`config.mk`:
```
export PLATFORM = sky130hd
export DESIGN_NAME = resource_unit_top
export DESIGN_NICKNAME = d
export VERILOG_FILES = /design/src/hdl/core_pkg.sv /design/src/hdl/resource_unit_top.sv /design/src/hdl/resource_regs.sv /design/src/hdl/resource_writeback.sv /design/src/hdl/resource_memory.sv /design/src/hdl/resource_branch.sv
export SDC_FILE = /design/constraint.sdc
export NUM_CORES = 2
export LEC_CHECK = 0
export BUFFER_PORTS_ARGS = -buffer_cell sky130_fd_sc_hd__clkbuf_2
export CAP_MARGIN = 20
export CORE_MARGIN = 2
export CORE_UTILIZATION = 33
export DETAILED_ROUTE_END_ITERATION = 12
export HOLD_SLACK_MARGIN = 0.08
export PLACE_DENSITY = 0.56
export SLEW_MARGIN = 0
export SYNTH_ARGS = -nofsm -noshare
export SYNTH_HDL_FRONTEND = slang
export SYNTH_HIERARCHICAL = 1
export SYNTH_MEMORY_MAX_BITS = 65536
export SYNTH_SLANG_ARGS = --single-unit
```
`constraint.sdc`:
```
create_clock -name clk -period 9.6 [get_ports clk]
set_input_delay 0.96 -clock clk [delete_from_list [all_inputs] [get_ports clk]]
set_output_delay 0.96 -clock clk [all_outputs]
set_load 0.005 [all_outputs]
```
`src/hdl/core_pkg.sv`:
```
`default_nettype none

package core_pkg;

	localparam int DATA_W = 16;
	localparam int HANDLE_W = 8;
	localparam int BLOCK_W = 8;
	localparam int COMMIT_ID_W = 6;
	localparam int DEST_W = 4;
	localparam int FULL_W = 2 * DATA_W + 8;
	localparam int WB_ADR_W = 8;
	localparam int WB_DAT_W = 32;
	localparam int LAT_W = 4;

	localparam int MEM_WORDS = 2 ** HANDLE_W;
	localparam int RESULT_ENTRIES = 2 ** DEST_W;

	typedef logic [DATA_W-1:0] data_t;
	typedef logic [HANDLE_W-1:0] handle_t;
	typedef logic [BLOCK_W-1:0] block_t;
	typedef logic [COMMIT_ID_W-1:0] commit_id_t;
	typedef logic [DEST_W-1:0] dest_t;
	typedef logic [FULL_W-1:0] result_t;
	typedef logic [WB_ADR_W-1:0] wb_adr_t;
	typedef logic [WB_DAT_W-1:0] wb_dat_t;
	typedef logic [LAT_W-1:0] lat_t;

	typedef enum logic [1:0] {BR_IDLE, BR_REQ, BR_DONE} branch_state_t;

	// register map, byte addresses
	localparam wb_adr_t REG_CTRL = 8'h00;
	localparam wb_adr_t REG_LATENCY = 8'h04;
	localparam wb_adr_t REG_RESULT_LO = 8'h40;
	localparam wb_adr_t REG_RESULT_HI = 8'h80;

	// REG_CTRL bits
	localparam int CTRL_ENABLE = 0;
	localparam int CTRL_HOLD = 1;

endpackage

`default_nettype wire
```
`src/hdl/resource_unit_top.sv`:
```
`timescale 1ns/1ps
`default_nettype none

module resource_unit_top (
	input wire clk,
	input wire reset,

	input wire in_valid,
	output wire in_ready,
	input wire write,
	input wire core_pkg::handle_t handle,
	input wire core_pkg::data_t arg_a,
	input wire core_pkg::data_t arg_b,
	input wire core_pkg::dest_t dest,
	input wire core_pkg::block_t block,
	input wire core_pkg::commit_id_t commit_id,

	input wire wb_cyc,
	input wire wb_stb,
	input wire wb_we,
	input wire core_pkg::wb_adr_t wb_adr,
	input wire core_pkg::wb_dat_t wb_dat_w,
	output wire core_pkg::wb_dat_t wb_dat_r,
	output wire wb_ack
);
	import core_pkg::*;

	wire enable;
	wire hold;
	wire lat_t latency;

	wire read_req;
	wire write_req;
	wire handle_t mem_handle;
	wire data_t mem_arg_a;
	wire data_t mem_arg_b;
	wire read_valid;
	wire data_t read_data;
	wire write_ack;

	wire out_valid;
	wire out_ready;
	wire result_t result;
	wire dest_t wb_dest;
	wire block_t wb_block;
	wire commit_id_t wb_commit_id;

	wire dest_t rd_index;
	wire result_t rd_result;
	wire block_t rd_block;
	wire commit_id_t rd_commit_id;

	resource_branch branch_i (
		.clk(clk),
		.reset(reset),
		.enable(enable),
		.in_valid(in_valid),
		.in_ready(in_ready),
		.write(write),
		.handle(handle),
		.arg_a(arg_a),
		.arg_b(arg_b),
		.dest(dest),
		.block(block),
		.commit_id(commit_id),
		.read_req(read_req),
		.write_req(write_req),
		.mem_handle(mem_handle),
		.mem_arg_a(mem_arg_a),
		.mem_arg_b(mem_arg_b),
		.read_valid(read_valid),
		.read_data(read_data),
		.write_ack(write_ack),
		.out_valid(out_valid),
		.out_ready(out_ready),
		.result(result),
		.dest_out(wb_dest),
		.block_out(wb_block),
		.commit_id_out(wb_commit_id)
	);

	resource_memory memory_i (
		.clk(clk),
		.reset(reset),
		.latency(latency),
		.read_req(read_req),
		.write_req(write_req),
		.handle(mem_handle),
		.arg_a(mem_arg_a),
		.arg_b(mem_arg_b),
		.read_valid(read_valid),
		.read_data(read_data),
		.write_ack(write_ack)
	);

	resource_writeback writeback_i (
		.clk(clk),
		.reset(reset),
		.hold(hold),
		.out_valid(out_valid),
		.out_ready(out_ready),
		.result(result),
		.dest(wb_dest),
		.block(wb_block),
		.commit_id(wb_commit_id),
		.rd_index(rd_index),
		.rd_result(rd_result),
		.rd_block(rd_block),
		.rd_commit_id(rd_commit_id)
	);

	resource_regs regs_i (
		.clk(clk),
		.reset(reset),
		.wb_cyc(wb_cyc),
		.wb_stb(wb_stb),
		.wb_we(wb_we),
		.wb_adr(wb_adr),
		.wb_dat_w(wb_dat_w),
		.wb_dat_r(wb_dat_r),
		.wb_ack(wb_ack),
		.enable(enable),
		.hold(hold),
		.latency(latency),
		.rd_index(rd_index),
		.rd_result(rd_result),
		.rd_block(rd_block),
		.rd_commit_id(rd_commit_id)
	);

endmodule

`default_nettype wire

```
`src/hdl/resource_regs.sv`:
```
`timescale 1ns/1ps
`default_nettype none

module resource_regs (
	input wire clk,
	input wire reset,

	input wire wb_cyc,
	input wire wb_stb,
	input wire wb_we,
	input wire core_pkg::wb_adr_t wb_adr,
	input wire core_pkg::wb_dat_t wb_dat_w,
	output core_pkg::wb_dat_t wb_dat_r,
	output logic wb_ack,

	output logic enable,
	output logic hold,
	output core_pkg::lat_t latency,

	output core_pkg::dest_t rd_index,
	input wire core_pkg::result_t rd_result,
	input wire core_pkg::block_t rd_block,
	input wire core_pkg::commit_id_t rd_commit_id
);
	import core_pkg::*;

	logic cycle;
	logic sel_lo;
	logic sel_hi;
	wb_dat_t rd_data;

	// one access per cycle pair, ack drops before the next is taken
	assign cycle = wb_cyc && wb_stb && !wb_ack;

	assign rd_index = wb_adr[5:2];
	assign sel_lo = (wb_adr[7:6] == REG_RESULT_LO[7:6]) && (wb_adr[1:0] == 2'b00);
	assign sel_hi = (wb_adr[7:6] == REG_RESULT_HI[7:6]) && (wb_adr[1:0] == 2'b00);

	always_comb begin
		rd_data = '0;
		if (wb_adr == REG_CTRL) begin
			rd_data[CTRL_ENABLE] = enable;
			rd_data[CTRL_HOLD] = hold;
		end else if (wb_adr == REG_LATENCY) begin
			rd_data[LAT_W-1:0] = latency;
		end else if (sel_lo) begin
			rd_data = rd_result[31:0];
		end else if (sel_hi) begin
			rd_data[7:0] = rd_result[FULL_W-1:32];
			rd_data[15:8] = rd_block;
			rd_data[16 +: COMMIT_ID_W] = rd_commit_id;
		end
	end

	always_ff @(posedge clk) begin
		if (reset) begin
			wb_ack <= 1'b0;
			enable <= 1'b0;
			hold <= 1'b0;
			latency <= '0;
		end else begin
			wb_ack <= cycle;
			if (cycle && wb_we) begin
				case (wb_adr)
					REG_CTRL: begin
						enable <= wb_dat_w[CTRL_ENABLE];
						hold <= wb_dat_w[CTRL_HOLD];
					end
					REG_LATENCY: begin
						latency <= wb_dat_w[LAT_W-1:0];
					end
					default: ;
				endcase
			end
		end
	end

	// read data is sampled together with ack
	always_ff @(posedge clk) begin
		if (cycle && !wb_we) begin
			wb_dat_r <= rd_data;
		end
	end

endmodule

`default_nettype wire

```
`src/hdl/resource_writeback.sv`:
```
`timescale 1ns/1ps
`default_nettype none

module resource_writeback (
	input wire clk,
	input wire reset,
	input wire hold,

	input wire out_valid,
	output logic out_ready,
	input wire core_pkg::result_t result,
	input wire core_pkg::dest_t dest,
	input wire core_pkg::block_t block,
	input wire core_pkg::commit_id_t commit_id,

	input wire core_pkg::dest_t rd_index,
	output core_pkg::result_t rd_result,
	output core_pkg::block_t rd_block,
	output core_pkg::commit_id_t rd_commit_id
);
	import core_pkg::*;

	result_t result_q [0:RESULT_ENTRIES-1];
	block_t block_q [0:RESULT_ENTRIES-1];
	commit_id_t commit_id_q [0:RESULT_ENTRIES-1];

	assign out_ready = !hold;

	always_ff @(posedge clk) begin
		if (reset) begin
			for (int i = 0; i < RESULT_ENTRIES; i++) begin
				result_q[i] <= '0;
				block_q[i] <= '0;
				commit_id_q[i] <= '0;
			end
		end else if (out_valid && out_ready) begin
			result_q[dest] <= result;
			block_q[dest] <= block;
			commit_id_q[dest] <= commit_id;
		end
	end

	// read port for the register block
	assign rd_result = result_q[rd_index];
	assign rd_block = block_q[rd_index];
	assign rd_commit_id = commit_id_q[rd_index];

endmodule

`default_nettype wire

```
`src/hdl/resource_memory.sv`:
```
`timescale 1ns/1ps
`default_nettype none

module resource_memory (
	input wire clk,
	input wire reset,
	input wire core_pkg::lat_t latency,
	input wire read_req,
	input wire write_req,
	input wire core_pkg::handle_t handle,
	input wire core_pkg::data_t arg_a,
	input wire core_pkg::data_t arg_b,
	output logic read_valid,
	output core_pkg::data_t read_data,
	output logic write_ack
);
	import core_pkg::*;

	data_t mem [0:MEM_WORDS-1];
	handle_t addr;
	lat_t count;
	logic busy;
	logic start;
	logic fire;

	// handle plus offset, wraps at the top of the store
	assign addr = handle + arg_a[HANDLE_W-1:0];

	// the request stays high during the response cycle, don't restart on it
	assign start = (read_req || write_req) && !busy && !read_valid && !write_ack;
	assign fire = busy ? (count == lat_t'(1)) : (start && latency == '0);

	always_ff @(posedge clk) begin
		if (reset) begin
			busy <= 1'b0;
			count <= '0;
			read_valid <= 1'b0;
			write_ack <= 1'b0;
		end else begin
			read_valid <= fire && read_req;
			write_ack <= fire && write_req;
			if (fire) begin
				busy <= 1'b0;
			end else if (busy) begin
				count <= count - lat_t'(1);
			end else if (start) begin
				busy <= 1'b1;
				count <= latency;
			end
		end
	end

	always_ff @(posedge clk) begin
		if (fire && write_req) begin
			mem[addr] <= arg_b;
		end
		if (fire && read_req) begin
			read_data <= mem[addr];
		end
	end

endmodule

`default_nettype wire

```
`src/hdl/resource_branch.sv`:
```
`timescale 1ns/1ps
`default_nettype none

module resource_branch (
	input wire clk,
	input wire reset,
	input wire enable,

	input wire in_valid,
	output logic in_ready,
	input wire write,
	input wire core_pkg::handle_t handle,
	input wire core_pkg::data_t arg_a,
	input wire core_pkg::data_t arg_b,
	input wire core_pkg::dest_t dest,
	input wire core_pkg::block_t block,
	input wire core_pkg::commit_id_t commit_id,

	output logic read_req,
	output logic write_req,
	output core_pkg::handle_t mem_handle,
	output core_pkg::data_t mem_arg_a,
	output core_pkg::data_t mem_arg_b,
	input wire read_valid,
	input wire core_pkg::data_t read_data,
	input wire write_ack,

	output logic out_valid,
	input wire out_ready,
	output core_pkg::result_t result,
	output core_pkg::dest_t dest_out,
	output core_pkg::block_t block_out,
	output core_pkg::commit_id_t commit_id_out
);
	import core_pkg::*;

	branch_state_t state;
	logic write_q;
	dest_t dest_q;
	block_t block_q;
	commit_id_t commit_id_q;
	logic accept;
	logic read_done;

	// enable gates acceptance, so nothing is taken while the branch is frozen
	assign in_ready = enable && (state == BR_IDLE);
	assign accept = in_valid && in_ready;
	assign out_valid = (state == BR_DONE);

	assign read_req = (state == BR_REQ) && !write_q;
	assign write_req = (state == BR_REQ) && write_q;
	assign read_done = enable && read_req && read_valid;

	always_ff @(posedge clk) begin
		if (reset) begin
			state <= BR_IDLE;
		end else if (enable) begin
			case (state)
				BR_IDLE: begin
					if (accept) begin
						state <= BR_REQ;
					end
				end
				BR_REQ: begin
					if (write_q && write_ack) begin
						state <= BR_IDLE;
					end else if (!write_q && read_valid) begin
						state <= BR_DONE;
					end
				end
				BR_DONE: begin
					if (out_ready) begin
						state <= BR_IDLE;
					end
				end
				default: state <= BR_IDLE;
			endcase
		end
	end

	// operation fields, held for the memory request
	always_ff @(posedge clk) begin
		if (accept) begin
			write_q <= write;
			mem_handle <= handle;
			mem_arg_a <= arg_a;
			mem_arg_b <= arg_b;
			dest_q <= dest;
			block_q <= block;
			commit_id_q <= commit_id;
		end
	end

	always_ff @(posedge clk) begin
		if (read_done) begin
			result <= {{(FULL_W - DATA_W){read_data[DATA_W-1]}}, read_data};
			dest_out <= dest_q;
			block_out <= block_q;
			commit_id_out <= commit_id_q;
		end
	end

endmodule

`default_nettype wire

```
Word-level counts from Yosys, hierarchy flattened
Memory sizes are Yosys's and may differ from the RTL's. A register that Yosys moved wholly into a read port is not among the register bits.
Index checks and enable logic that the tools add are counted.

operators by class
  bitwise gates (word level) = 2
  add/subtract/negate cells = 2
  reductions and logical operators = 44
  equality and inequality tests = 9
  multiplexer cells = 30

operators with widths
  cell                                                 count
  two-way mux 22 bit                                   2
  two-way mux 40 bit                                   1
  OR reduction 40 bit                                  1
  two-way mux 4 bit                                    6
  logical AND 1 bit                                    21
  two-way mux 1 bit                                    13
  two-way mux 2 bit                                    5
  adder 8 bit                                          1
  equality test 8 x 3 -> 1 bit, second input constant  1
  zero test 8 bit                                      1
  two-way mux 8 bit                                    1
  OR reduction 8 bit                                   1
  zero test 1 bit                                      7
  two-way mux 6 bit                                    1
  one-hot mux 2 bit (3 select lines)                   1
  AND reduction 2 bit                                  3
  OR reduction 6 bit                                   1
  equality test 2 x 1 -> 1 bit, second input constant  2
  equality test 2 bit, second input constant           2
  equality test 4 x 1 -> 1 bit, second input constant  1
  zero test 2 bit                                      2
  zero test 4 bit                                      1
  AND reduction 4 bit                                  1
  OR reduction 2 bit                                   2
  other kinds (8)                                      9

word-level totals
  bits in registers = 133
  output and inout port bits = 34
  bits in writable memories = 4960
  bits of input ports = 105
  memories kept = 4
  word-level logic and storage cells = 115

memory list
  memory                   words  width  read ports  clocked after memory_dff  wr ports  line                      source
  memory_i.mem             256    16     1           1                         1         resource_memory.sv:19     data_t mem [0:MEM_WORDS-1];
  writeback_i.result_q     16     40     1           0                         16        resource_writeback.sv:23  result_t result_q [0:RESULT_ENTRIES-1];
  writeback_i.block_q      16     8      1           0                         16        resource_writeback.sv:24  block_t block_q [0:RESULT_ENTRIES-1];
  writeback_i.commit_id_q  16     6      1           0                         16        resource_writeback.sv:25  commit_id_t commit_id_q [0:RESULT_ENTRIES-1];

Logic depth before layout (Yosys ltp)
  depth in word-level cells = 11
  gate-level depth with buffers = 11
  mapped depth without buffers = 9

Hierarchy
Netlist, hierarchy kept.

by module, submodules not included
  module              cells an instance  seq. area each (um2)  times used  area each (um2)
  resource_memory     7344               123618.6              1           159264.0
  resource_writeback  2550               25944.9               1           37080.6
  resource_branch     136                2832.7                1           3129.3
  resource_regs       124                1101.1                1           1706.6

Least setup slack after synthesis
OpenSTA, ideal clock, no wires.

  path type = register to register
  start point = register branch_i.mem_arg_b[0]
  end point = memory memory_i/mem[0][0] (netlist bit) (data pin)
  path slack = 5.554 ns
  cell stages (with the launch flop) = 1
  arrival = 3.228 ns
  path through = edfxtp_1

RTL lines
  element                 line                   source
  start, declared         resource_branch.sv:23  output core_pkg::data_t mem_arg_b,
  start signal, assigned  resource_branch.sv:87  mem_arg_b <= arg_b;
  end, declared           resource_memory.sv:19

Straight into the memory's write port.

Worst setup path in the final report
  start point = register branch_i.mem_handle[0]
  end point = memory memory_i/mem[242][15] (netlist bit) (enable)

on the way
  longest elaborated chain between the ends = 1

ends and longest elaborated chain
  element                 line                   source
  start, declared         resource_branch.sv:21  output core_pkg::handle_t mem_handle,
  start signal, assigned  resource_branch.sv:85  mem_handle <= handle;
  adder 8 bit             resource_memory.sv:27  assign addr = handle + arg_a[HANDLE_W-1:0];

No other way between the ends.

==> results.toml <==
[place]
gp_congestion = 0.799
dp_hpwl_um = 302000
io_buffers = 102
place_area_um2 = 213000
dp_slack_ns = 3.64

[route]
wl_per_cell_um = 28.0
dr.pass1.iters = 6
drt.antenna.violating_nets = 0
wirelength_um = 536000
first_iter_violations = 12883
drc = 0
via_per_inst = 5.31
vias = 101626

[run]
cap_violations = 0

[sta]
hold_viol_final = 0
grt_setup_unrepaired = "no"
slew_viol_final = 0
layout_min_cycle_time_ns = 6.02
final.setup_skew_ns = 0.0527
setup_viol = 0
worst_slack_ns = 3.58
tightestPinTransition_ns = 1.32
fin_crit_sh = 0.627
max-slew-margin-rel = 0.123
hold-worst-slack_ns = 0.199
final.setup.tns_ns = 0
fmax_mhz = 166

[clock_network]
cts.repair.resized = 0
clk_pin_slew_ns = 0.06
cts_max_path_buffers = 4
clk_latency_ns = 1.05
cts-root-buf = "clkbuf_16"
post_cts_buffers = 0
clock-sinks = 5109
cts_tree = "done"
numCtsBuffers = 534
htreeDepth = 6

[floorplanning]
row_count = 286
dieArea_um2 = 615000
core_area_um2 = 607000
fp.dieW_um = 784
start_util = 0.331
io_pins = 139
die_h_um = 784

[global_route]
met3_usage = 0.0327
grtUsageMet2 = 0.273
gr-usage-met1 = 0.236
antenna_found_initial = 33
grt_pass1_vias = 103386
grt_usage = 0.170
grt_max_degree = 193
grt_pass1_wl_um = 761000
overflow = 0
top_usage_layer = "met2"

[cells_and_area]
layout_commonest_cell = "edfxtp_1"
layout-drive-gt1-share = 0.243
fin_nets = 10786
post-route-util = 0.380
layout_common_cells = "edfxtp_1, mux4_2, nor2_1, nand2_1, clkbuf_16"
area_growth_pct = 14.7
fin_area_um2 = 230000

[logic_synthesis]
synth_nets = 10261
yosys_warnings = 6
synth_cells = 10146
synth.avg_cell_area_um2 = 19.8
syn-cell-area_um2 = 201000

[worst_setup_path]
end_kind = "register"
critPathRequiredTime_ns = 10.26
worstSetupPathType = "reg -> reg"
cp_max_fo = 108
crit_path_start_kind = "register"
arrival_ns = 6.68

[power]
power.leakage_nw = 73.1
p_per_area_nw_per_um2 = 194
ir_drop_mv = 0.178

[min_path]
hold_path_class = "in -> reg"

[outcome]
status = "finished clean"
[power breakdown]
part           internal, W  switching (W)  leakage [nW]
Sequential          0.0243      0.0000345          47.0
Clock               0.0113        0.00851          8.04
Combinational     0.000186       0.000304          18.0
[metrics by stage]
stage	cells	total power, W
after global routing	19129	0.0460
final	19137	0.0447
after detailed placement	18122	0.0253
after global placement	18106	0.0253
after CTS	19102	0.0451
after floorplan	10146	0.0251
[metal layers]
metal	vias to the layer above	routed length, um
met3	763	47000
met4	12	16400
li1	42088	-
met2	4502	254000
met5	-	80
met1	54261	219000
[path summary, 6_finish.rpt]
path,startpoint,end,slack (ns),cells after the start
worst min register to register,branch_i/commit_id_q[5],branch_i/commit_id_out[5],0.42,0
worst max register to register,branch_i/mem_handle[0],memory_i/mem[242][15],3.58,8
worst min-delay path,wb_dat_w[2],regs_i/latency[2],0.20,3
worst max-delay path,branch_i/mem_handle[0],memory_i/mem[242][15],3.58,8
[critical path: stages (launching register included)]
cell      delay (ns)
edfxtp_1        0.41
ha_4            0.20
fa_4            1.33
buf_12          0.55
nand3_1         0.47
nor2_1          0.47
nand2_2         0.52
buf_4           0.47
nor2_2          0.88
[final cells by class]
cell class	instances	area, um^2
Antenna cell	9	22.5
Clock buffer	662	14100
Clock inverter	267	2350
Fill cell	54401	376000
Inverter	12	45.0
Multi-Input combinational cell	4356	45200
Sequential cell	5109	153000
Tap cell	8064	10100
Timing Repair Buffer	658	5410
[flip-flops by register name (all words and copies together), names as in the netlist, 2 cells and up]
register,count
branch_i/block_q,8
writeback_i/result_q,640
regs_i/wb_dat_r,32
memory_i/count,4
branch_i/mem_handle,8
branch_i/dest_q,4
branch_i/commit_id_out,6
writeback_i/block_q,128
branch_i/result,16
memory_i/mem,4096
writeback_i/commit_id_q,96
branch_i/commit_id_q,6
branch_i/block_out,8
branch_i/mem_arg_b,16
branch_i/state,2
memory_i/read_data,16
regs_i/latency,4
branch_i/dest_out,4
branch_i/mem_arg_a,8
[repair_timing]
item / 4_1_cts / 5_1_grt
endpoints found under the hold margin: 51 / 0
endpoints found under the setup margin: 0 / 0
hold buffers: 51 / 0
Note: power is estimated with default switching activity, not from simulation.
